==> config.mk <==
export PLATFORM = sky130hd
export DESIGN_NAME = tag_store_top
export DESIGN_NICKNAME = d
export VERILOG_FILES = /design/src/common/tag_geom_pkg.sv /design/src/common/tag_op_pkg.sv /design/src/tag_ram/tag_ram.sv /design/src/tag_lookup/tag_match.sv /design/src/tag_lookup/evict_select.sv /design/src/hw/victim_counter.sv /design/src/hw/tag_ctrl_fsm.sv /design/src/hw/tag_store_top.sv
export SDC_FILE = /design/constraint.sdc
export NUM_CORES = 1
export LEC_CHECK = 0
export BUFFER_PORTS_ARGS = -buffer_cell sky130_fd_sc_hd__buf_2
export CAP_MARGIN = 40
export CORE_UTILIZATION = 55
export CTS_CLUSTER_SIZE = 20
export DETAILED_ROUTE_END_ITERATION = 12
export GPL_TIMING_DRIVEN = 0
export HOLD_SLACK_MARGIN = 0.02
export PLACE_DENSITY = 0.71
export SETUP_SLACK_MARGIN = 0.4
export SLEW_MARGIN = 20
export SYNTH_ARGS = -nofsm -noshare
export SYNTH_HDL_FRONTEND = slang
export SYNTH_SLANG_ARGS = --single-unit
==> constraint.sdc <==
create_clock -name clk_i -period 5.5 [get_ports clk_i]
set_input_delay 0.825 -clock clk_i [delete_from_list [all_inputs] [get_ports clk_i]]
set_output_delay 0.825 -clock clk_i [all_outputs]
set_load 0.03 [all_outputs]
==> src/common/tag_geom_pkg.sv <==
// ----------------------------------------------------------------------
// Geometry of the tag store. NUM_WAYS must stay a power of two so that
// binary way numbers wrap on their own
// ----------------------------------------------------------------------

package tag_geom_pkg;

  // Associativity and set count
  localparam int unsigned NUM_WAYS = 4;
  localparam int unsigned WAY_BIN_W = 2;
  localparam int unsigned INDEX_W = 4;
  localparam int unsigned NUM_SETS = 2 ** INDEX_W;

  // Stored tag width
  localparam int unsigned TAG_W = 8;

  // Tag plus dirty plus valid
  localparam int unsigned ENTRY_W = TAG_W + 2;

  // ----------------------------------------------------------------------
  // Vector types
  // ----------------------------------------------------------------------

  // One bit per way, used for one-hot selects and lock masks
  typedef logic [NUM_WAYS-1:0] way_ind_t;

  // Binary way number
  typedef logic [WAY_BIN_W-1:0] way_bin_t;

  // Set index, the address into each way
  typedef logic [INDEX_W-1:0] index_t;

  typedef logic [TAG_W-1:0] tag_t;

  // Tag in the low bits, dirty above it, valid on top
  typedef logic [ENTRY_W-1:0] entry_t;

endpackage

==> src/common/tag_op_pkg.sv <==
// ----------------------------------------------------------------------
// Operation encoding and entry field positions. The positions follow
// the entry layout of the geometry package
// ----------------------------------------------------------------------

package tag_op_pkg;

  // ----------------------------------------------------------------------
  // Operations
  // ----------------------------------------------------------------------

  // Lookup compares all unlocked ways and allocates on a miss
  // Flush reads one named way and clears it
  typedef enum logic [0:0] {
    OP_LOOKUP = 1'b0,
    OP_FLUSH  = 1'b1
  } op_mode_e;

  // ----------------------------------------------------------------------
  // Entry layout
  // ----------------------------------------------------------------------

  // Tag occupies bits TAG_W-1 down to 0
  localparam int unsigned ENTRY_TAG_LSB = 0;

  // Dirty sits right above the tag
  localparam int unsigned ENTRY_DIRTY_BIT = tag_geom_pkg::TAG_W;

  // Valid is the top bit of the entry
  localparam int unsigned ENTRY_VALID_BIT = tag_geom_pkg::TAG_W + 1;

  // Consistency of the layout with the entry width
  localparam bit ENTRY_LAYOUT_OK = (ENTRY_VALID_BIT == tag_geom_pkg::ENTRY_W - 1)
                                   && (ENTRY_TAG_LSB == 0);

  // Cleared entry written by a flush
  localparam tag_geom_pkg::entry_t ENTRY_EMPTY = '0;

endpackage

==> src/tag_ram/tag_ram.sv <==
// ----------------------------------------------------------------------
// Entry storage, one bank per way. Read data is registered and held
// until the next read. All entries come out of reset invalid
// ----------------------------------------------------------------------

`timescale 1ns/1ps

module tag_ram
  import tag_geom_pkg::*;
(
  input  logic                  clk_i,
  input  logic                  rst_n_i,
  input  logic                  rd_i,
  input  way_ind_t              wr_ways_i,
  input  index_t                index_i,
  input  entry_t                wdata_i,
  output entry_t [NUM_WAYS-1:0] rdata_o
);

  // ----------------------------------------------------------------------
  // Per-way banks
  // ----------------------------------------------------------------------

  for (genvar w = 0; w < NUM_WAYS; w++) begin : gen_way

    entry_t mem_q [NUM_SETS];
    entry_t rdata_q;

    // Writes land on every selected way at the same index
    always_ff @(posedge clk_i or negedge rst_n_i) begin
      if (!rst_n_i) begin
        for (int s = 0; s < NUM_SETS; s++) begin
          mem_q[s] <= '0;
        end
      end else if (wr_ways_i[w]) begin
        mem_q[index_i] <= wdata_i;
      end
    end

    // One-cycle read latency, output stable while no read is issued
    always_ff @(posedge clk_i) begin
      if (rd_i) begin
        rdata_q <= mem_q[index_i];
      end
    end

    assign rdata_o[w] = rdata_q;

  end

endmodule

==> src/tag_lookup/tag_match.sv <==
// ----------------------------------------------------------------------
// Tag compare and response fields. Purely combinational on the read
// data, so fields stay stable while the read data is held
// ----------------------------------------------------------------------

`timescale 1ns/1ps

module tag_match
  import tag_geom_pkg::*;
  import tag_op_pkg::*;
(
  input  op_mode_e              mode_i,
  input  tag_t                  tag_i,
  input  way_ind_t              way_i,
  input  way_ind_t              spm_lock_i,
  input  entry_t [NUM_WAYS-1:0] rdata_i,
  input  way_ind_t              victim_way_i,
  output way_ind_t              hit_way_o,
  output way_ind_t              resp_way_o,
  output logic                  line_dirty_o,
  output logic                  res_hit_o,
  output logic                  res_evict_o,
  output tag_t                  res_evict_tag_o
);

  logic   is_lookup;
  logic   any_hit;
  entry_t sel_entry;
  logic   sel_valid;
  logic   sel_dirty;

  assign is_lookup = (mode_i == OP_LOOKUP);

  // Hit needs a valid, unlocked entry with a matching tag
  always_comb begin
    for (int w = 0; w < NUM_WAYS; w++) begin
      hit_way_o[w] = is_lookup & ~spm_lock_i[w] & rdata_i[w][ENTRY_VALID_BIT]
                     & (rdata_i[w][TAG_W-1:0] == tag_i);
    end
  end

  assign any_hit   = |hit_way_o;
  assign res_hit_o = any_hit;

  // Flush reports its target, lookup the hit or else the victim
  assign resp_way_o = is_lookup ? (any_hit ? hit_way_o : victim_way_i) : way_i;

  // One-hot mux of the reported entry, zero when no way is selected
  always_comb begin
    sel_entry = '0;
    for (int w = 0; w < NUM_WAYS; w++) begin
      if (resp_way_o[w]) begin
        sel_entry = sel_entry | rdata_i[w];
      end
    end
  end

  assign sel_valid    = sel_entry[ENTRY_VALID_BIT];
  assign sel_dirty    = sel_entry[ENTRY_DIRTY_BIT];
  assign line_dirty_o = sel_dirty;

  // A hit never evicts
  assign res_evict_o     = ~any_hit & sel_valid & sel_dirty;
  assign res_evict_tag_o = res_evict_o ? sel_entry[TAG_W-1:0] : '0;

endmodule

==> src/tag_lookup/evict_select.sv <==
// ----------------------------------------------------------------------
// Victim choice. Free unlocked ways first, lowest number wins, then
// the round-robin pointer. Zero result when every way is locked
// ----------------------------------------------------------------------

`timescale 1ns/1ps

module evict_select
  import tag_geom_pkg::*;
(
  input  entry_t [NUM_WAYS-1:0] rdata_i,
  input  way_ind_t              spm_lock_i,
  input  way_bin_t              ptr_i,
  output way_ind_t              victim_way_o,
  output logic                  victim_from_ctr_o
);

  way_ind_t free_ways;
  way_ind_t first_free;
  logic     all_locked;

  // Valid is the top entry bit
  always_comb begin
    for (int w = 0; w < NUM_WAYS; w++) begin
      free_ways[w] = ~spm_lock_i[w] & ~rdata_i[w][ENTRY_W-1];
    end
  end

  // Isolate the lowest set bit
  assign first_free = free_ways & way_ind_t'(~free_ways + way_ind_t'(1));
  assign all_locked = &spm_lock_i;

  always_comb begin
    victim_way_o      = '0;
    victim_from_ctr_o = 1'b0;
    if (|free_ways) begin
      victim_way_o = first_free;
    end else if (!all_locked) begin
      // Set is full, the pointer already skips locked ways
      victim_way_o      = way_ind_t'(1) << ptr_i;
      victim_from_ctr_o = 1'b1;
    end
  end

endmodule

==> src/hw/victim_counter.sv <==
// ----------------------------------------------------------------------
// Round-robin victim pointer. The output always names an unlocked way
// unless every way is locked
// ----------------------------------------------------------------------

`timescale 1ns/1ps

module victim_counter
  import tag_geom_pkg::*;
(
  input  logic     clk_i,
  input  logic     rst_n_i,
  input  logic     advance_i,
  input  way_ind_t spm_lock_i,
  output way_bin_t ptr_o
);

  way_bin_t ptr_q;
  way_bin_t ptr_next;

  // Skip forward past locked ways, binary add wraps around the ways
  always_comb begin
    logic     found;
    way_bin_t cand;
    found = 1'b0;
    ptr_o = ptr_q;
    for (int i = 0; i < NUM_WAYS; i++) begin
      cand = way_bin_t'(ptr_q + way_bin_t'(i));
      if (!found && !spm_lock_i[cand]) begin
        ptr_o = cand;
        found = 1'b1;
      end
    end
  end

  // Next unlocked way strictly after the current one
  always_comb begin
    logic     found;
    way_bin_t cand;
    found    = 1'b0;
    ptr_next = ptr_o;
    for (int i = 1; i <= NUM_WAYS; i++) begin
      cand = way_bin_t'(ptr_o + way_bin_t'(i));
      if (!found && !spm_lock_i[cand]) begin
        ptr_next = cand;
        found    = 1'b1;
      end
    end
  end

  always_ff @(posedge clk_i or negedge rst_n_i) begin
    if (!rst_n_i) begin
      ptr_q <= '0;
    end else if (advance_i) begin
      ptr_q <= ptr_next;
    end
  end

endmodule

==> src/hw/tag_ctrl_fsm.sv <==
// ----------------------------------------------------------------------
// Request sequencing. Read issued on accept, all writes on the response
// handshake, so a read and a write never share a cycle
// ----------------------------------------------------------------------

`timescale 1ns/1ps

module tag_ctrl_fsm
  import tag_geom_pkg::*;
  import tag_op_pkg::*;
(
  input  logic     clk_i,
  input  logic     rst_n_i,
  input  logic     req_valid_i,
  output logic     req_ready_o,
  input  op_mode_e req_mode_i,
  input  index_t   req_index_i,
  input  tag_t     req_tag_i,
  input  logic     req_dirty_i,
  input  way_ind_t req_way_i,
  output logic     res_valid_o,
  input  logic     res_ready_i,
  input  way_ind_t hit_way_i,
  input  way_ind_t resp_way_i,
  input  logic     line_dirty_i,
  input  logic     victim_from_ctr_i,
  output op_mode_e mode_o,
  output index_t   index_o,
  output tag_t     tag_o,
  output way_ind_t way_o,
  output logic     ram_rd_o,
  output way_ind_t ram_wr_ways_o,
  output index_t   ram_index_o,
  output entry_t   ram_wdata_o,
  output logic     ctr_advance_o
);

  typedef enum logic {
    ST_IDLE,
    ST_RESPOND
  } state_e;

  state_e   state_q, state_d;
  logic     accept;
  logic     res_done;

  // Captured request
  op_mode_e mode_q;
  index_t   index_q;
  tag_t     tag_q;
  logic     dirty_q;
  way_ind_t way_q;

  // ----------------------------------------------------------------------
  // Handshakes and state
  // ----------------------------------------------------------------------

  assign req_ready_o = (state_q == ST_IDLE);
  assign res_valid_o = (state_q == ST_RESPOND);
  assign accept      = req_valid_i & req_ready_o;
  assign res_done    = res_valid_o & res_ready_i;

  always_comb begin
    state_d = state_q;
    if (accept) begin
      state_d = ST_RESPOND;
    end else if (res_done) begin
      state_d = ST_IDLE;
    end
  end

  always_ff @(posedge clk_i or negedge rst_n_i) begin
    if (!rst_n_i) begin
      state_q <= ST_IDLE;
    end else begin
      state_q <= state_d;
    end
  end

  // Request payload, held for the whole response phase
  always_ff @(posedge clk_i) begin
    if (accept) begin
      mode_q  <= req_mode_i;
      index_q <= req_index_i;
      tag_q   <= req_tag_i;
      dirty_q <= req_dirty_i;
      way_q   <= req_way_i;
    end
  end

  assign mode_o  = mode_q;
  assign index_o = index_q;
  assign tag_o   = tag_q;
  assign way_o   = way_q;

  // ----------------------------------------------------------------------
  // Storage access
  // ----------------------------------------------------------------------

  // Read straight from the request while idle
  assign ram_rd_o    = accept;
  assign ram_index_o = req_ready_o ? req_index_i : index_q;

  always_comb begin
    ram_wr_ways_o = '0;
    ram_wdata_o   = ENTRY_EMPTY;
    ctr_advance_o = 1'b0;
    if (res_done) begin
      case (mode_q)
        OP_LOOKUP: begin
          if (|hit_way_i) begin
            // Only a clean line turning dirty needs an update
            if (dirty_q && !line_dirty_i) begin
              ram_wr_ways_o                  = hit_way_i;
              ram_wdata_o[TAG_W-1:0]         = tag_q;
              ram_wdata_o[ENTRY_DIRTY_BIT]   = 1'b1;
              ram_wdata_o[ENTRY_VALID_BIT]   = 1'b1;
            end
          end else if (|resp_way_i) begin
            // Allocate into the victim, nothing when every way is locked
            ram_wr_ways_o                  = resp_way_i;
            ram_wdata_o[TAG_W-1:0]         = tag_q;
            ram_wdata_o[ENTRY_DIRTY_BIT]   = dirty_q;
            ram_wdata_o[ENTRY_VALID_BIT]   = 1'b1;
            // Pointer moves only when it supplied the victim
            ctr_advance_o                  = victim_from_ctr_i;
          end
        end
        OP_FLUSH: begin
          ram_wr_ways_o = way_q;
          ram_wdata_o   = ENTRY_EMPTY;
        end
      endcase
    end
  end

endmodule

==> src/hw/tag_store_top.sv <==
// ----------------------------------------------------------------------
// Tag store top. One request in flight, response one cycle after accept
// spm_lock_i must only change while no request is in flight
// ----------------------------------------------------------------------

`timescale 1ns/1ps

module tag_store_top
  import tag_geom_pkg::*;
  import tag_op_pkg::*;
(
  input  logic     clk_i,
  input  logic     rst_n_i,
  input  way_ind_t spm_lock_i,
  // Request side
  input  logic     req_valid_i,
  output logic     req_ready_o,
  input  op_mode_e req_mode_i,
  input  index_t   req_index_i,
  input  tag_t     req_tag_i,
  input  logic     req_dirty_i,
  input  way_ind_t req_way_i,
  // Response side
  output logic     res_valid_o,
  input  logic     res_ready_i,
  output way_ind_t res_way_o,
  output logic     res_hit_o,
  output logic     res_evict_o,
  output tag_t     res_evict_tag_o
);

  // Storage control
  logic                  ram_rd;
  way_ind_t              ram_wr_ways;
  index_t                ram_index;
  entry_t                ram_wdata;
  entry_t [NUM_WAYS-1:0] rdata_all;

  // Registered request seen by the match logic
  op_mode_e              cur_mode;
  tag_t                  cur_tag;
  way_ind_t              cur_way;

  // Match and replacement results
  way_ind_t              hit_way;
  way_ind_t              resp_way;
  logic                  line_dirty;
  way_ind_t              victim_way;
  logic                  victim_from_ctr;
  logic                  ctr_advance;
  way_bin_t              ctr_ptr;

  tag_ctrl_fsm u_tag_ctrl_fsm (
    .clk_i             (clk_i),
    .rst_n_i           (rst_n_i),
    .req_valid_i       (req_valid_i),
    .req_ready_o       (req_ready_o),
    .req_mode_i        (req_mode_i),
    .req_index_i       (req_index_i),
    .req_tag_i         (req_tag_i),
    .req_dirty_i       (req_dirty_i),
    .req_way_i         (req_way_i),
    .res_valid_o       (res_valid_o),
    .res_ready_i       (res_ready_i),
    .hit_way_i         (hit_way),
    .resp_way_i        (resp_way),
    .line_dirty_i      (line_dirty),
    .victim_from_ctr_i (victim_from_ctr),
    .mode_o            (cur_mode),
    .index_o           (),
    .tag_o             (cur_tag),
    .way_o             (cur_way),
    .ram_rd_o          (ram_rd),
    .ram_wr_ways_o     (ram_wr_ways),
    .ram_index_o       (ram_index),
    .ram_wdata_o       (ram_wdata),
    .ctr_advance_o     (ctr_advance)
  );

  tag_ram u_tag_ram (
    .clk_i      (clk_i),
    .rst_n_i    (rst_n_i),
    .rd_i       (ram_rd),
    .wr_ways_i  (ram_wr_ways),
    .index_i    (ram_index),
    .wdata_i    (ram_wdata),
    .rdata_o    (rdata_all)
  );

  tag_match u_tag_match (
    .mode_i          (cur_mode),
    .tag_i           (cur_tag),
    .way_i           (cur_way),
    .spm_lock_i      (spm_lock_i),
    .rdata_i         (rdata_all),
    .victim_way_i    (victim_way),
    .hit_way_o       (hit_way),
    .resp_way_o      (resp_way),
    .line_dirty_o    (line_dirty),
    .res_hit_o       (res_hit_o),
    .res_evict_o     (res_evict_o),
    .res_evict_tag_o (res_evict_tag_o)
  );

  evict_select u_evict_select (
    .rdata_i           (rdata_all),
    .spm_lock_i        (spm_lock_i),
    .ptr_i             (ctr_ptr),
    .victim_way_o      (victim_way),
    .victim_from_ctr_o (victim_from_ctr)
  );

  victim_counter u_victim_counter (
    .clk_i      (clk_i),
    .rst_n_i    (rst_n_i),
    .advance_i  (ctr_advance),
    .spm_lock_i (spm_lock_i),
    .ptr_o      (ctr_ptr)
  );

  // Reported way is the hit, victim or flush target
  assign res_way_o = resp_way;

endmodule

==> impl_metrics.env <==
export IMPL_io_buffers=40
export IMPL_cts_root_buf="clkbuf_16"
export IMPL_wl_um=97280
export IMPL_async_flop_share_pct=91.73
export IMPL_worst_r2r_endpoint="u_tag_ram.gen_way[3].mem_q[2]"
export IMPL_fmax_mhz=201.8
export IMPL_start_util_pct=55.82
export IMPL_dpl_hpwl_um=69820
export IMPL_fin_cells=3321
export IMPL_p_leak_nw=17.33
export IMPL_sw_frac_of_total_pct=26.86
export IMPL_n_fill_cell=4385
export IMPL_synth_nets=2322
export IMPL_synth_cells=2292
export IMPL_num_rows=90
export IMPL_syn_avg_cell_area_um2=14.73
export IMPL_yosysSeqAreaShare_pct=52.83
export IMPL_arrival_ns=4.13
export IMPL_max_slew_worst_pin_slew_ns=0.9288
export IMPL_r2r_cells=12
export IMPL_p_int_w=0.009118
export IMPL_critPathLaunchType="input pin"
export IMPL_fin_crit_ns=4.956
export IMPL_setup_worst_path_class="in -> out"
export IMPL_cts_tree="built"
export IMPL_finalHoldViolCount=0
export IMPL_dp_slack_ns=-0.3013
export IMPL_vias_per_cell=6.454
export IMPL_fin_skew_ns=0.03132
export IMPL_seqPwrFrac_pct=44.8
export IMPL_drt_pass1_iterations=7
export IMPL_worst_slack_ns=0.5443
export IMPL_grt_antenna_before_repair=7
export IMPL_ys_warn_count=0
export IMPL_grt_start_max_net_pins=109
export IMPL_synth_cell_type_count=61
export IMPL_synth_top_area_share_pct=47.67
export IMPL_r2r_slack_ns=0.91
export IMPL_worst_setup_path_end_kind="output pin"
export IMPL_place_inst=3167
export IMPL_die_h_um=249.7
export IMPL_diodes=0
export IMPL_gr_total_overflow=0
export IMPL_worstPathMaxFanout=10
export IMPL_ant_nets=0
export IMPL_clk_latency_ns=0.64
export IMPL_ir_drop_uv=253.4
export IMPL_first_iter_violations=1882
export IMPL_power_frac_clock_pct=41.1
export IMPL_r2r_start="u_tag_ctrl_fsm.mode_o"
export IMPL_synth_top_area_cell="dfrtp_1"
export IMPL_setup_viol=0
export IMPL_clkTransAtPathRegs_ns=0.06
export IMPL_nNetsFinal=2508
export IMPL_core_region_area_um2=60470
export IMPL_min_period_over_period_pct=90.10
export IMPL_track_usage_pct=31.96
export IMPL_netlist_area_um2=33750
export IMPL_synthFlopType="dfrtp_1"
export IMPL_fin_util_pct=63.81
export IMPL_ys_ff_latch=701
export IMPL_cts_num_sinks=701
export IMPL_num_vias=21440
export IMPL_slew_headroom_pct=38.08
export IMPL_powerDensity_nw_per_um2=323.1
export IMPL_die_area_um2=62370
export IMPL_drive_gt1_share_pct=44.66
export IMPL_rsz0062_at_grt="false"
export IMPL_synth_edf_count=58
export IMPL_worst_hold_path_type="in -> async"
export IMPL_wire_per_inst_um=29.29
export IMPL_finalPower_w=0.01247
export IMPL_grt_pass1_wl_um=146500
export IMPL_gp_congestion=0.9286
export IMPL_first_global_vias=22250
export IMPL_p_comb_share_pct=14.1
export IMPL_power_switching_w=0.003348
export IMPL_drc_errors=0
export IMPL_maxCapViolations=0
export IMPL_die_x_um=249.7
export IMPL_top_level_ports=42
export IMPL_syn2layout_area_growth_pct=14.31
export IMPL_clockBufferDepth=3
export IMPL_final_cell_mix="dfrtp_1 (643), mux2_2 (629), mux4_2 (160), clkbuf_1 (152), nand2_1 (107)"
export IMPL_h_tree_depth=3
export IMPL_final_common_cell="dfrtp_1"
export IMPL_slew_viol_final=0
export IMPL_status="finished clean"
export IMPL_synth_area_leaders="dfrtp_1 (48%), mux2_2 (21%), mux4_2 (11%), edfxtp_1 (5.2%), o31ai_4 (2.6%)"
export IMPL_cp_required_ns=4.68
export IMPL_cts_buffers=74
-- power by group through the flow --
stage	Combinational, W	Sequential, W	Clock (W)
CTS	0.00170	0.00557	0.00518
finish	0.00176	0.00558	0.00513
global route	0.00187	0.00560	0.00540
floorplan	0.00102	0.00562	0
detailed placement	0.00167	0.00567	0
global placement	0.00155	0.00566	0
-- flip-flops by register name, summed over array words and instances (netlist names) --
register / flops
u_tag_ram.gen_way.mem_q: 640
u_victim_counter.ptr_q: 2
u_tag_ctrl_fsm.tag_o: 8
u_tag_ctrl_fsm.way_o: 4
u_tag_ctrl_fsm.dirty_q: 1
u_tag_ctrl_fsm.res_valid_o: 1
u_tag_ctrl_fsm.index_o: 4
u_tag_ram.gen_way.rdata_q: 40
u_tag_ctrl_fsm.mode_o: 1
-- layout make-up --
type	count	area, um2	share of cell area [%]
clock buffer	109	2198	5.697
timing repair buffer	109	1136	2.944
buffer	198	828.3	2.147
inverter	13	48.80	0.1265
multi-input combinational	1381	15260	39.54
sequential	701	17830	46.21
clock inverter	28	305.3	0.7912
tap	782	978.4	2.536
-- per-stage QoR --
| step | cell area (um2) | hold slack (ns) | setup TNS, ns |
|---|---|---|---|
| 6_report | 38590 | 0.1443 | 0 |
| 5_1_grt | 38590 | 0.1580 | 0 |
| 4_1_cts | 38310 | 0.1312 | 0 |
| 3_5_place_dp | 35760 | 0.4758 | -3.520 |
| 3_3_place_gp | 34930 | 0.4618 | -5775.76 |
| 2_1_floorplan | 33750 | 0.4524 | 0 |
-- routing by layer --
metal / vias to the layer above / part of all wire [%] / GRT usage [%] / wire [um]
li1: 9006 / - / - / -
met1: 11480 / 43 / 45.29 / 41360
met2: 782 / 47 / 49.54 / 45780
met3: 165 / 6.9 / 6.592 / 6756
met4: 4 / 3.4 / 10.58 / 3354
met5: - / 0.027 / 0 / 26
-- worst max-delay path, stage by stage --
cell and delay (ns):
buf_2 0.12, clkbuf_4 0.20, o21ai_0 0.09, a22o_1 0.24, a22o_1 0.29, buf_4 0.15, ha_1 0.19, nand3b_1 0.08
o21ai_0 0.20, nand2_1 0.13, o211ai_1 0.09, buf_4 0.17, clkbuf_2 0.20, clkbuf_2 0.26, a22o_4 0.33, o21ai_4 0.27
a21oi_2 0.08, clkbuf_4 0.20
-- timing repair --
action	CTS	global route
setup buffers	2	5
resized for setup	14	43
cloned	0	1
setup endpoints to repair	10	9
hold buffers	0	0
endpoints found under the hold margin	0	0
pin swaps	1	3
-- how the worst max path moves through the flow --
stage	from	endpoint	slack, ns	cells after the start
floorplan	spm_lock_i[3]	res_evict_tag_o[0]	0.49	17
global placement	rst_n_i	u_tag_ram.gen_way[2].mem_q[63]	-8.98	1
detailed placement	spm_lock_i[3]	res_evict_tag_o[7]	-0.30	19
CTS	spm_lock_i[2]	res_evict_tag_o[7]	0.41	19
global route	spm_lock_i[2]	res_evict_tag_o[6]	0.34	19
finish	spm_lock_i[2]	res_evict_tag_o[6]	0.54	18
-- cell usage after synthesis (all sizes together) (41+ instances only) --
cell	n
and2	46
edfxtp	58
nand2	107
nor2	41
mux4	160
clkbuf	147
dfrtp	643
o31ai	42
buf	51
mux2	642
a22oi	48
a31oi	44
-- kinds of logic (layout without fill, tap and decap cells) --
family | Yosys count | in the layout | synth area share, %
buffers and inverters | 211 | 457 | 2.491
muxes | 807 | 807 | 32.24
AOI/OAI and AO/OA | 256 | 257 | 7.124
and+or+nand+nor | 281 | 281 | 4.337
adders and majority gates | 4 | 4 | 0.1483
xor gates and xnor gates | 32 | 32 | 0.8303
DFF | 701 | 701 | 52.83
Note: power is estimated with default switching activity, not from simulation.
